==> src/gecko_pkg.sv <==
// shared types and decode constants for the gecko decode stage, imported by each design file
package gecko_pkg;

    // register file geometry
    localparam int GECKO_REG_COUNT      = 32;
    localparam int GECKO_REG_ADDR_WIDTH = $clog2(GECKO_REG_COUNT);
    localparam int GECKO_REG_WIDTH      = 32;

    // two bits of outstanding writes per register
    localparam int GECKO_STATUS_WIDTH = 2;

    localparam int GECKO_INSTR_WIDTH = 32;

    typedef logic [GECKO_REG_ADDR_WIDTH-1:0] gecko_reg_addr_t;
    typedef logic [GECKO_REG_WIDTH-1:0]      gecko_reg_value_t;

    // counter wraps, so differences are taken modulo 4
    typedef logic [GECKO_STATUS_WIDTH-1:0] gecko_reg_status_t;

    typedef logic [GECKO_INSTR_WIDTH-1:0] gecko_instruction_t;

    // issue holds back a writer once this many writes are pending
    localparam gecko_reg_status_t GECKO_STATUS_MAX = 2'd3;

    // x0 reads as zero and is never reserved
    localparam gecko_reg_addr_t GECKO_REG_ZERO = '0;

    // instruction field positions, standard RV32 layout
    localparam int GECKO_OPCODE_WIDTH = 7;
    localparam int GECKO_RD_LSB       = 7;
    localparam int GECKO_RS1_LSB      = 15;
    localparam int GECKO_RS2_LSB      = 20;

    // major opcodes handled by this decode stage
    typedef enum logic [GECKO_OPCODE_WIDTH-1:0] {
        // register-immediate alu ops
        GECKO_OP_IMM   = 7'b0010011,
        // stores read both sources, no destination
        GECKO_OP_STORE = 7'b0100011,
        // register-register alu ops
        GECKO_OP_REG   = 7'b0110011,
        // upper immediate, destination only
        GECKO_OP_LUI   = 7'b0110111
    } gecko_opcode_t;

endpackage

==> src/gecko_regfile_if.sv <==
// source read and destination reservation bundle between the issue controller and register file
interface gecko_regfile_if;

    import gecko_pkg::*;

    // driven by issue
    gecko_reg_addr_t   rs1_addr;
    gecko_reg_addr_t   rs2_addr;
    logic              reserve_enable;
    gecko_reg_addr_t   reserve_addr;

    // driven by the register file, combinational on the addresses above
    gecko_reg_value_t  rs1_value;
    gecko_reg_value_t  rs2_value;
    gecko_reg_status_t rs1_status;
    gecko_reg_status_t rs2_status;
    // tag of the newest pending writer of each source
    gecko_reg_status_t rs1_front_last;
    gecko_reg_status_t rs2_front_last;
    gecko_reg_status_t rd_status;
    // front counter of reserve_addr, becomes the tag of a new reservation
    gecko_reg_status_t rd_front;
    logic              reset_done;

    modport issue (
        output rs1_addr, rs2_addr, reserve_enable, reserve_addr,
        input  rs1_value, rs2_value, rs1_status, rs2_status,
        input  rs1_front_last, rs2_front_last, rd_status, rd_front, reset_done
    );

    modport regfile (
        input  rs1_addr, rs2_addr, reserve_enable, reserve_addr,
        output rs1_value, rs2_value, rs1_status, rs2_status,
        output rs1_front_last, rs2_front_last, rd_status, rd_front, reset_done
    );

endinterface

==> src/mem_combinational.sv <==
// flop memory with zero-latency read ports and a read-modify-write port, cleared by a sweep
module mem_combinational #(
    parameter int DATA_WIDTH = 32,
    parameter int ADDR_WIDTH = 5,
    parameter int READ_PORTS = 2
) (
    input  logic clk,
    input  logic rst_n,

    // write port, also reads its own address for read-modify-write
    input  logic                  write_enable,
    input  logic [ADDR_WIDTH-1:0] write_addr,
    input  logic [DATA_WIDTH-1:0] write_data_in,
    output logic [DATA_WIDTH-1:0] write_data_out,

    input  logic [READ_PORTS-1:0][ADDR_WIDTH-1:0] read_addr,
    output logic [READ_PORTS-1:0][DATA_WIDTH-1:0] read_data_out,

    output logic reset_done
);

    logic [DATA_WIDTH-1:0] entries [2**ADDR_WIDTH];

    // address being cleared while the sweep runs
    logic [ADDR_WIDTH-1:0] sweep_addr;

    // one entry per clock, done after the last address
    always_ff @(posedge clk or negedge rst_n) begin
        if (!rst_n) begin
            sweep_addr <= '0;
            reset_done <= 1'b0;
        end else if (!reset_done) begin
            sweep_addr <= sweep_addr + 1'b1;
            if (&sweep_addr) begin
                reset_done <= 1'b1;
            end
        end
    end

    // writes from the port are dropped until the sweep is over
    always_ff @(posedge clk) begin
        if (!reset_done) begin
            entries[sweep_addr] <= '0;
        end else if (write_enable) begin
            entries[write_addr] <= write_data_in;
        end
    end

    always_comb begin
        for (int i = 0; i < READ_PORTS; i++) begin
            read_data_out[i] = entries[read_addr[i]];
        end
    end

    // old contents at the write address, new data lands at the edge
    always_comb begin
        write_data_out = entries[write_addr];
    end

endmodule

==> src/gecko_decode_regfile.sv <==
// register values plus front and rear write counters, gives per-register readiness to issue
module gecko_decode_regfile (
    input  logic clk,
    input  logic rst_n,

    // writeback from the environment
    input  logic                       wb_enable,
    input  logic                       wb_value_enable,
    input  gecko_pkg::gecko_reg_addr_t  wb_addr,
    input  gecko_pkg::gecko_reg_value_t wb_value,

    gecko_regfile_if.regfile rf
);

    import gecko_pkg::*;

    logic wb_nonzero;
    logic value_done;
    logic front_done;
    logic rear_done;

    gecko_reg_status_t rd_front;
    gecko_reg_status_t rs1_front;
    gecko_reg_status_t rs2_front;

    gecko_reg_status_t wb_rear;
    gecko_reg_status_t rd_rear;
    gecko_reg_status_t rs1_rear;
    gecko_reg_status_t rs2_rear;

    // x0 is hardwired, writebacks to it change nothing
    assign wb_nonzero = (wb_addr != GECKO_REG_ZERO);

    mem_combinational #(
        .DATA_WIDTH ($bits(gecko_reg_value_t)),
        .ADDR_WIDTH (GECKO_REG_ADDR_WIDTH),
        .READ_PORTS (2)
    ) i_value_mem (
        .clk            (clk),
        .rst_n          (rst_n),
        .write_enable   (wb_value_enable && wb_nonzero),
        .write_addr     (wb_addr),
        .write_data_in  (wb_value),
        .write_data_out (),
        .read_addr      ({rf.rs1_addr, rf.rs2_addr}),
        .read_data_out  ({rf.rs1_value, rf.rs2_value}),
        .reset_done     (value_done)
    );

    // front counter moves when issue reserves a destination
    mem_combinational #(
        .DATA_WIDTH ($bits(gecko_reg_status_t)),
        .ADDR_WIDTH (GECKO_REG_ADDR_WIDTH),
        .READ_PORTS (2)
    ) i_front_mem (
        .clk            (clk),
        .rst_n          (rst_n),
        .write_enable   (rf.reserve_enable),
        .write_addr     (rf.reserve_addr),
        .write_data_in  (rd_front + 2'd1),
        .write_data_out (rd_front),
        .read_addr      ({rf.rs1_addr, rf.rs2_addr}),
        .read_data_out  ({rs1_front, rs2_front}),
        .reset_done     (front_done)
    );

    // rear counter moves when a writeback completes
    mem_combinational #(
        .DATA_WIDTH ($bits(gecko_reg_status_t)),
        .ADDR_WIDTH (GECKO_REG_ADDR_WIDTH),
        .READ_PORTS (3)
    ) i_rear_mem (
        .clk            (clk),
        .rst_n          (rst_n),
        .write_enable   (wb_enable && wb_nonzero),
        .write_addr     (wb_addr),
        .write_data_in  (wb_rear + 2'd1),
        .write_data_out (wb_rear),
        .read_addr      ({rf.reserve_addr, rf.rs1_addr, rf.rs2_addr}),
        .read_data_out  ({rd_rear, rs1_rear, rs2_rear}),
        .reset_done     (rear_done)
    );

    // all three sweeps run in lockstep
    assign rf.reset_done = value_done && front_done && rear_done;

    // pending writes, zero means the file holds the current value
    assign rf.rs1_status = rs1_front - rs1_rear;
    assign rf.rs2_status = rs2_front - rs2_rear;
    assign rf.rd_status  = rd_front - rd_rear;

    // forwarded results carry the front value their producer was given
    assign rf.rs1_front_last = rs1_front - 2'd1;
    assign rf.rs2_front_last = rs2_front - 2'd1;
    assign rf.rd_front       = rd_front;

endmodule

==> src/gecko_decode_issue.sv <==
// decodes one instruction, checks operand hazards, takes forwards and issues operands a cycle later
module gecko_decode_issue (
    input  logic clk,
    input  logic rst_n,

    input  logic                          instruction_valid,
    input  gecko_pkg::gecko_instruction_t instruction,
    output logic                          instruction_ready,
    output logic                          illegal,

    // results from execute that have not reached the file yet
    input  logic                          fwd_valid,
    input  gecko_pkg::gecko_reg_addr_t    fwd_addr,
    input  gecko_pkg::gecko_reg_status_t  fwd_tag,
    input  gecko_pkg::gecko_reg_value_t   fwd_value,

    output logic                          issue_valid,
    output gecko_pkg::gecko_opcode_t      issue_opcode,
    output gecko_pkg::gecko_reg_addr_t    issue_rd,
    output gecko_pkg::gecko_reg_status_t  issue_rd_tag,
    output gecko_pkg::gecko_reg_value_t   issue_rs1_value,
    output gecko_pkg::gecko_reg_value_t   issue_rs2_value,

    gecko_regfile_if.issue rf
);

    import gecko_pkg::*;

    gecko_opcode_t    opcode;
    gecko_reg_addr_t  rd;
    gecko_reg_addr_t  rs1;
    gecko_reg_addr_t  rs2;

    logic opcode_known;
    logic uses_rs1;
    logic uses_rs2;
    logic writes_rd;
    logic rd_reserve;

    logic rs1_fwd;
    logic rs2_fwd;
    logic rs1_ready;
    logic rs2_ready;
    logic rd_ready;
    logic accept;

    gecko_reg_value_t rs1_value;
    gecko_reg_value_t rs2_value;

    // field split
    always_comb begin
        opcode = gecko_opcode_t'(instruction[GECKO_OPCODE_WIDTH-1:0]);
        rd     = instruction[GECKO_RD_LSB +: GECKO_REG_ADDR_WIDTH];
        rs1    = instruction[GECKO_RS1_LSB +: GECKO_REG_ADDR_WIDTH];
        rs2    = instruction[GECKO_RS2_LSB +: GECKO_REG_ADDR_WIDTH];
    end

    // which operands each opcode needs
    always_comb begin
        opcode_known = 1'b1;
        uses_rs1     = 1'b0;
        uses_rs2     = 1'b0;
        writes_rd    = 1'b0;
        case (opcode)
            GECKO_OP_REG: begin
                uses_rs1  = 1'b1;
                uses_rs2  = 1'b1;
                writes_rd = 1'b1;
            end
            GECKO_OP_IMM: begin
                uses_rs1  = 1'b1;
                writes_rd = 1'b1;
            end
            GECKO_OP_LUI: begin
                writes_rd = 1'b1;
            end
            GECKO_OP_STORE: begin
                uses_rs1 = 1'b1;
                uses_rs2 = 1'b1;
            end
            default: begin
                opcode_known = 1'b0;
            end
        endcase
    end

    assign rd_reserve = writes_rd && (rd != GECKO_REG_ZERO);

    // a forward only helps when it is the single outstanding write
    assign rs1_fwd = fwd_valid && (fwd_addr == rs1) && (fwd_tag == rf.rs1_front_last)
                     && (rf.rs1_status == 2'd1);
    assign rs2_fwd = fwd_valid && (fwd_addr == rs2) && (fwd_tag == rf.rs2_front_last)
                     && (rf.rs2_status == 2'd1);

    assign rs1_ready = !uses_rs1 || (rf.rs1_status == '0) || rs1_fwd;
    assign rs2_ready = !uses_rs2 || (rf.rs2_status == '0) || rs2_fwd;
    assign rd_ready  = !rd_reserve || (rf.rd_status < GECKO_STATUS_MAX);

    assign instruction_ready = rf.reset_done && rs1_ready && rs2_ready && rd_ready;
    assign accept            = instruction_valid && instruction_ready;

    assign rf.rs1_addr       = rs1;
    assign rf.rs2_addr       = rs2;
    assign rf.reserve_addr   = rd;
    // writes_rd is low for unknown opcodes, so illegal ones reserve nothing
    assign rf.reserve_enable = accept && rd_reserve;

    // operand select, unused sources go out as zero
    always_comb begin
        if (!uses_rs1) begin
            rs1_value = '0;
        end else if (rs1_fwd) begin
            rs1_value = fwd_value;
        end else begin
            rs1_value = rf.rs1_value;
        end
        if (!uses_rs2) begin
            rs2_value = '0;
        end else if (rs2_fwd) begin
            rs2_value = fwd_value;
        end else begin
            rs2_value = rf.rs2_value;
        end
    end

    always_ff @(posedge clk or negedge rst_n) begin
        if (!rst_n) begin
            issue_valid <= 1'b0;
            illegal     <= 1'b0;
        end else begin
            issue_valid <= accept && opcode_known;
            illegal     <= accept && !opcode_known;
        end
    end

    // the tag is the front count before this reservation bumps it
    always_ff @(posedge clk) begin
        if (accept) begin
            issue_opcode    <= opcode;
            issue_rd        <= rd;
            issue_rd_tag    <= rf.rd_front;
            issue_rs1_value <= rs1_value;
            issue_rs2_value <= rs2_value;
        end
    end

endmodule

==> src/gecko_decode.sv <==
// decode stage top level, joins the issue controller to the register file behind plain ports
module gecko_decode (
    input  logic clk,
    input  logic rst_n,

    input  logic                          instruction_valid,
    input  gecko_pkg::gecko_instruction_t instruction,
    output logic                          instruction_ready,
    output logic                          illegal,

    // writeback side of execute
    input  logic                          wb_enable,
    input  logic                          wb_value_enable,
    input  gecko_pkg::gecko_reg_addr_t    wb_addr,
    input  gecko_pkg::gecko_reg_value_t   wb_value,

    input  logic                          fwd_valid,
    input  gecko_pkg::gecko_reg_addr_t    fwd_addr,
    input  gecko_pkg::gecko_reg_status_t  fwd_tag,
    input  gecko_pkg::gecko_reg_value_t   fwd_value,

    output logic                          issue_valid,
    output gecko_pkg::gecko_opcode_t      issue_opcode,
    output gecko_pkg::gecko_reg_addr_t    issue_rd,
    output gecko_pkg::gecko_reg_status_t  issue_rd_tag,
    output gecko_pkg::gecko_reg_value_t   issue_rs1_value,
    output gecko_pkg::gecko_reg_value_t   issue_rs2_value
);

    gecko_regfile_if rf_if ();

    gecko_decode_issue i_gecko_decode_issue (
        .clk               (clk),
        .rst_n             (rst_n),
        .instruction_valid (instruction_valid),
        .instruction       (instruction),
        .instruction_ready (instruction_ready),
        .illegal           (illegal),
        .fwd_valid         (fwd_valid),
        .fwd_addr          (fwd_addr),
        .fwd_tag           (fwd_tag),
        .fwd_value         (fwd_value),
        .issue_valid       (issue_valid),
        .issue_opcode      (issue_opcode),
        .issue_rd          (issue_rd),
        .issue_rd_tag      (issue_rd_tag),
        .issue_rs1_value   (issue_rs1_value),
        .issue_rs2_value   (issue_rs2_value),
        .rf                (rf_if.issue)
    );

    gecko_decode_regfile i_gecko_decode_regfile (
        .clk             (clk),
        .rst_n           (rst_n),
        .wb_enable       (wb_enable),
        .wb_value_enable (wb_value_enable),
        .wb_addr         (wb_addr),
        .wb_value        (wb_value),
        .rf              (rf_if.regfile)
    );

endmodule

==> config.mk <==
export PLATFORM = sky130hd
export DESIGN_NAME = gecko_decode
export DESIGN_NICKNAME = d
export VERILOG_FILES = /design/src/gecko_pkg.sv /design/src/gecko_regfile_if.sv /design/src/mem_combinational.sv /design/src/gecko_decode_regfile.sv /design/src/gecko_decode_issue.sv /design/src/gecko_decode.sv
export SDC_FILE = /design/constraint.sdc
export NUM_CORES = 2
export LEC_CHECK = 0
export ABC_AREA = 1
export BUFFER_PORTS_ARGS = -buffer_cell sky130_fd_sc_hd__buf_2
export CAP_MARGIN = 20
export CORE_MARGIN = 4
export CORE_UTILIZATION = 45
export CTS_BUF_LIST = sky130_fd_sc_hd__clkbuf_8
export DETAILED_ROUTE_END_ITERATION = 16
export GPL_ROUTABILITY_DRIVEN = 1
export PLACE_DENSITY = 0.63
export SETUP_SLACK_MARGIN = 0.02
export SYNTH_ARGS = -nofsm -noshare
export SYNTH_HDL_FRONTEND = slang
export SYNTH_SLANG_ARGS = --single-unit
export TNS_END_PERCENT = 20
==> constraint.sdc <==
create_clock -name clk -period 8.7 [get_ports clk]
set_input_delay 0.87 -clock clk [delete_from_list [all_inputs] [get_ports clk]]
set_output_delay 0.87 -clock clk [all_outputs]
set_load 0.02 [all_outputs]
==> key figures <==
CTS
  – CTS tree: built
  – Clk slew on worst S/H paths: 0.06 ns
  – CTS Sinks: 1250
  – CTS hold repair buffers: 1
  – CTS resizes: 0
  – Setup bufs post-CTS: 0
  – Longest Clk Path Bufs: 3
  – CTS Buf Count: 208
  – Clk_lat worst skew: 0.96 ns
  – Clk root buf: clkbuf_8
  – H-tree Lvls: 4

Critical path
  – Worst path slowest cell: buf_4
  – Data required, critical path: 7.83 ns
  – Cell family with most CP delay: buffers and inverters
  – CP Depth: 15
  – Crit path capture type: output port
  – Crit-path cells: buf_8, buf_4, o21ai_0, o221ai_1, a31oi_1, a32oi_1, ha_1, nor4_1, nand2_1, a211oi_1, nand3_1, nor2_1, nor2_1, nor2_8, buf_2
  – Most used cell, CP: nor2_1
  – Slowest stage delay, CP: 0.77 ns
  – Crit Path Class: input pin to output port
  – Critical Path AT: 5.35 ns
  – Buf+Inv Stages, Crit Path: 3
  – Max FO, Critical Path: 115
  – Register-to-Register Path Depth: 22
  – Worst setup SP type: input pin

STA
  – Fin crit period: 6.22 ns
  – Clock Skews: 0.0547 ns
  – Relative slew slack: 21.7%
  – Final count of pins violating max slew: 0
  – Worst slew pin tran: 1.17 ns
  – RSZ-0062 raised after global routing: false
  – Tcrit/Tclk final: 71.5%
  – Final Hold Violating Endpoints: 0
  – Final setup violation count: 0
  – Final TNS setup: 0 ns
  – FMAX: 161 MHz

Pwr
  – Cell-internal power: 9.58 mW
  – VDD IR max: 0.000134 V
  – PD cells: 187 nW/um^2
  – Logic pwr share: 10.5%
  – Overall power: 13.1 mW
  – Leak: 25.5 nW
  – Sw Ratio: 26.9%
  – P_sw: 3.53 mW
  – Reg power frac: 50.9%
  – Clock power frac: 38.6%

Cells and area
  – Final non-filler cell total: 8718
  – Final core occ: 50.3%
  – Layout cell share with drive strength beyond 1: 9.98%
  – Finished Cell Area: 70000 um^2
  – Filler cell count: 12.6k
  – Nets@finish: 6787
  – Multi-input logic area: 21800 um^2
  – Register Area: 37400 um^2
  – Synthesis-to-layout area growth: 11.1%

Drt
  – Post-DR wirelength/cell: 26.1 um
  – Met2 wire len: 99500 um
  – DR vias/cell: 6.29
  – Initial DRC count: 8366
  – Via count: 54.8k
  – DRC: 0
  – Pre-antenna DRT Iters: 6
  – WL met1: 87800 um
  – Routed Wire Length: 227000 um
  – WL met3: 30100 um
  – Detail Route Antenna Nets: 0
  – Max Used Layer: met5

Logic synthesis
  – Fraction of the mapped netlist area in adder cells: 0.179%
  – Share of Yosys cell area claimed by the top area cell type: 58.6%
  – Ranking of synthesized cells by area: edfxtp_1 59%, o21ai_0 11%, a21oi_1 7.2%, nand2_1 4.0%, nor2_1 3.1%
  – Warnings from Yosys: 0
  – Unique masters post-synth: 42
  – Area share of and/or/nand/nor cells after synthesis: 10.4%
  – Ys flop type: edfxtp_1
  – Most instantiated library cell after synthesis: o21ai_0
  – Mux contribution to synthesized area: 0%
  – Commonest cells in the netlist: 1430 x o21ai_0, 1230 x edfxtp_1, 909 x a21oi_1, 676 x nand2_1, 517 x nor2_1
  – Synth Area in Compound Gates: 23.4%
  – Post-synth top area cell: edfxtp_1
  – Mapped Nets: 6793
  – Asr flop ratio synth: 1.60%
  – Largest family of logic cells by synthesized area: compound AO/OA/AOI/OAI gates
  – Flops & latches, synth: 1250
  – Synth Cell Area: 63000 um^2
  – Synth Area in XOR/XNOR: 0.139%
  – Number of synthesized flops with an enable pin: 1230
  – Sequential share of the synthesized area: 59.4%
  – Mean post-synth cell area: 9.45 um^2
  – Gate count of the mapped netlist: 6670

GRT
  – Initial antenna violation count: 20
  – First-pass GRT wire length: 328000 um
  – GR Util All Layers: 30.0%
  – Congestion Overflow GR: 0
  – Vias in the first global route: 50.2k
  – Largest net degree at the start of global routing: 231

Die
  – Die area: 146000 um^2
  – I/O pins: 195
  – Core Region: 139000 um^2
  – Initial Util: 45.2%
  – Die width: 382 um
  – Row count: 137
  – Die height: 382 um

Place
  – I/O Buffers: 184
  – Detailed-placement wirelength estimate: 127000 um
  – Inst Count DP: 8309
  – Area of placed instances: 65700 um^2
  – Gpl congestion: 0.864

Min path
  – Hold Path Class: input pin to flop
  – WHS Path Cells: 1

Status
  – Status: finished, final reports clean

Run
  – Max Cap Viol: 0
## path summary, 6_finish.rpt
kind                       slack (ns)                                                to                                        startpoint
min in group asynchronous        0.51  i_gecko_decode_regfile.i_value_mem.sweep_addr[4]                                             rst_n
max in group asynchronous        7.76                  i_gecko_decode_issue.issue_valid                                             rst_n
setup reg to reg                 3.53  i_gecko_decode_regfile.i_front_mem.entries[6][1]  i_gecko_decode_regfile.i_rear_mem.entries[27][0]
setup / recovery                 2.48                                 instruction_ready                                   instruction[15]
hold / removal                   0.12              i_gecko_decode_issue.issue_opcode[2]                                    instruction[2]
hold reg to reg                  0.52  i_gecko_decode_regfile.i_front_mem.sweep_addr[3]  i_gecko_decode_regfile.i_front_mem.sweep_addr[3]
## metrics by stage
stage | hold slack, ns | setup WS [ns]
6_report | 0.118 | 2.48
5_1_grt | 0.0963 | 2.18
4_1_cts | 0.0841 | 2.60
3_5_place_dp | 0.512 | 2.16
3_3_place_gp | 0.513 | 2.16
2_1_floorplan | 0.463 | 1.58
## power by group through the flow
stage | registers (mW) | logic, mW | clock network, mW
2_1_floorplan | 6.82 | 0.797 | 0
3_3_place_gp | 6.80 | 1.29 | 0
3_5_place_dp | 6.80 | 1.31 | 0
4_1_cts | 6.67 | 1.32 | 5.08
5_1_grt | 6.67 | 1.47 | 5.39
6_report | 6.67 | 1.37 | 5.06
## worst reg2reg max path, cell delays in order (launching register included)
cell and delay, ns:
edfxtp_1 0.40, inv_1 0.07, o21ai_0 0.14, a21oi_1 0.06, o21ai_0 0.30, a31oi_1 0.14, a32oi_1 0.38, ha_1 0.34
nor4_1 0.27, nand3_1 0.11, a21oi_1 0.19, nand2_1 0.08, nor2_1 0.16, nand2_4 0.05, buf_4 0.41, nand2_1 0.22
nand2_2 0.10, nor2_8 0.24, nand2_1 0.18, inv_4 0.51, nand2_1 0.15, nor2_1 0.12, buf_4 0.35
## area by class of cell
| cell class | count | area share, % |
|---|---|---|
| Sequential cell | 1250 | 53.5 |
| Multi-Input combinational cell | 4357 | 31.1 |
| Clock buffer | 211 | 4.15 |
| Timing Repair Buffer | 337 | 3.64 |
| Tap cell | 1876 | 3.35 |
| Inverter | 510 | 2.78 |
| Clock inverter | 170 | 1.46 |
| Antenna cell | 7 | 0.0250 |
## sequential cells by signal (all words and copies together), names as in the netlist, 2 cells and up
name / cells
i_gecko_decode_issue.issue_rd_tag: 2
i_gecko_decode_regfile.i_value_mem.entries: 1024
i_gecko_decode_issue.issue_rd: 5
i_gecko_decode_regfile.i_rear_mem.sweep_addr: 5
i_gecko_decode_issue.issue_opcode: 7
i_gecko_decode_regfile.i_front_mem.sweep_addr: 5
i_gecko_decode_issue.issue_rs1_value: 32
i_gecko_decode_issue.issue_rs2_value: 32
i_gecko_decode_regfile.i_rear_mem.entries: 64
i_gecko_decode_regfile.i_front_mem.entries: 64
i_gecko_decode_regfile.i_value_mem.sweep_addr: 5
## placed cells by master, fill, tap and decap left out, types with 6 or more instances in the layout
| master | n |
|---|---|
| a311oi_1 | 15 |
| buf_4 | 117 |
| dfrtp_1 | 20 |
| o311ai_0 | 43 |
| clkbuf_8 | 213 |
| o31ai_1 | 37 |
| o21ai_0 | 1430 |
| nor2_4 | 32 |
| o221ai_1 | 32 |
| nand3_1 | 358 |
| clkinv_1 | 60 |
| nand2_1 | 676 |
| nor2_2 | 28 |
| clkinv_2 | 23 |
| nand4_1 | 11 |
| inv_6 | 6 |
| a21oi_1 | 909 |
| edfxtp_1 | 1230 |
| o211ai_1 | 131 |
| buf_8 | 22 |
| a31oi_1 | 86 |
| diode_2 | 7 |
| nand2_2 | 6 |
| o22ai_1 | 46 |
| nor2_1 | 459 |
| a221oi_1 | 6 |
| buf_16 | 7 |
| buf_12 | 10 |
| buf_2 | 176 |
| ha_1 | 9 |
| inv_1 | 562 |
| bufinv_16 | 11 |
## kinds of logic after synthesis
family,count (synthesis)
compound gates,2749
simple gates,1589
flops,1250
buf+inv,1063
xor+xnor,10
fa+ha+maj,9
## metal layers
metal  track usage, %  vias to the layer above
met4             13.2                       10
met3             7.17                      704
met5                0                        -
li1                 -                    24100
met1             41.6                    26100
met2             45.2                     3887
No activity file was read; power rests on OpenSTA's default activity.
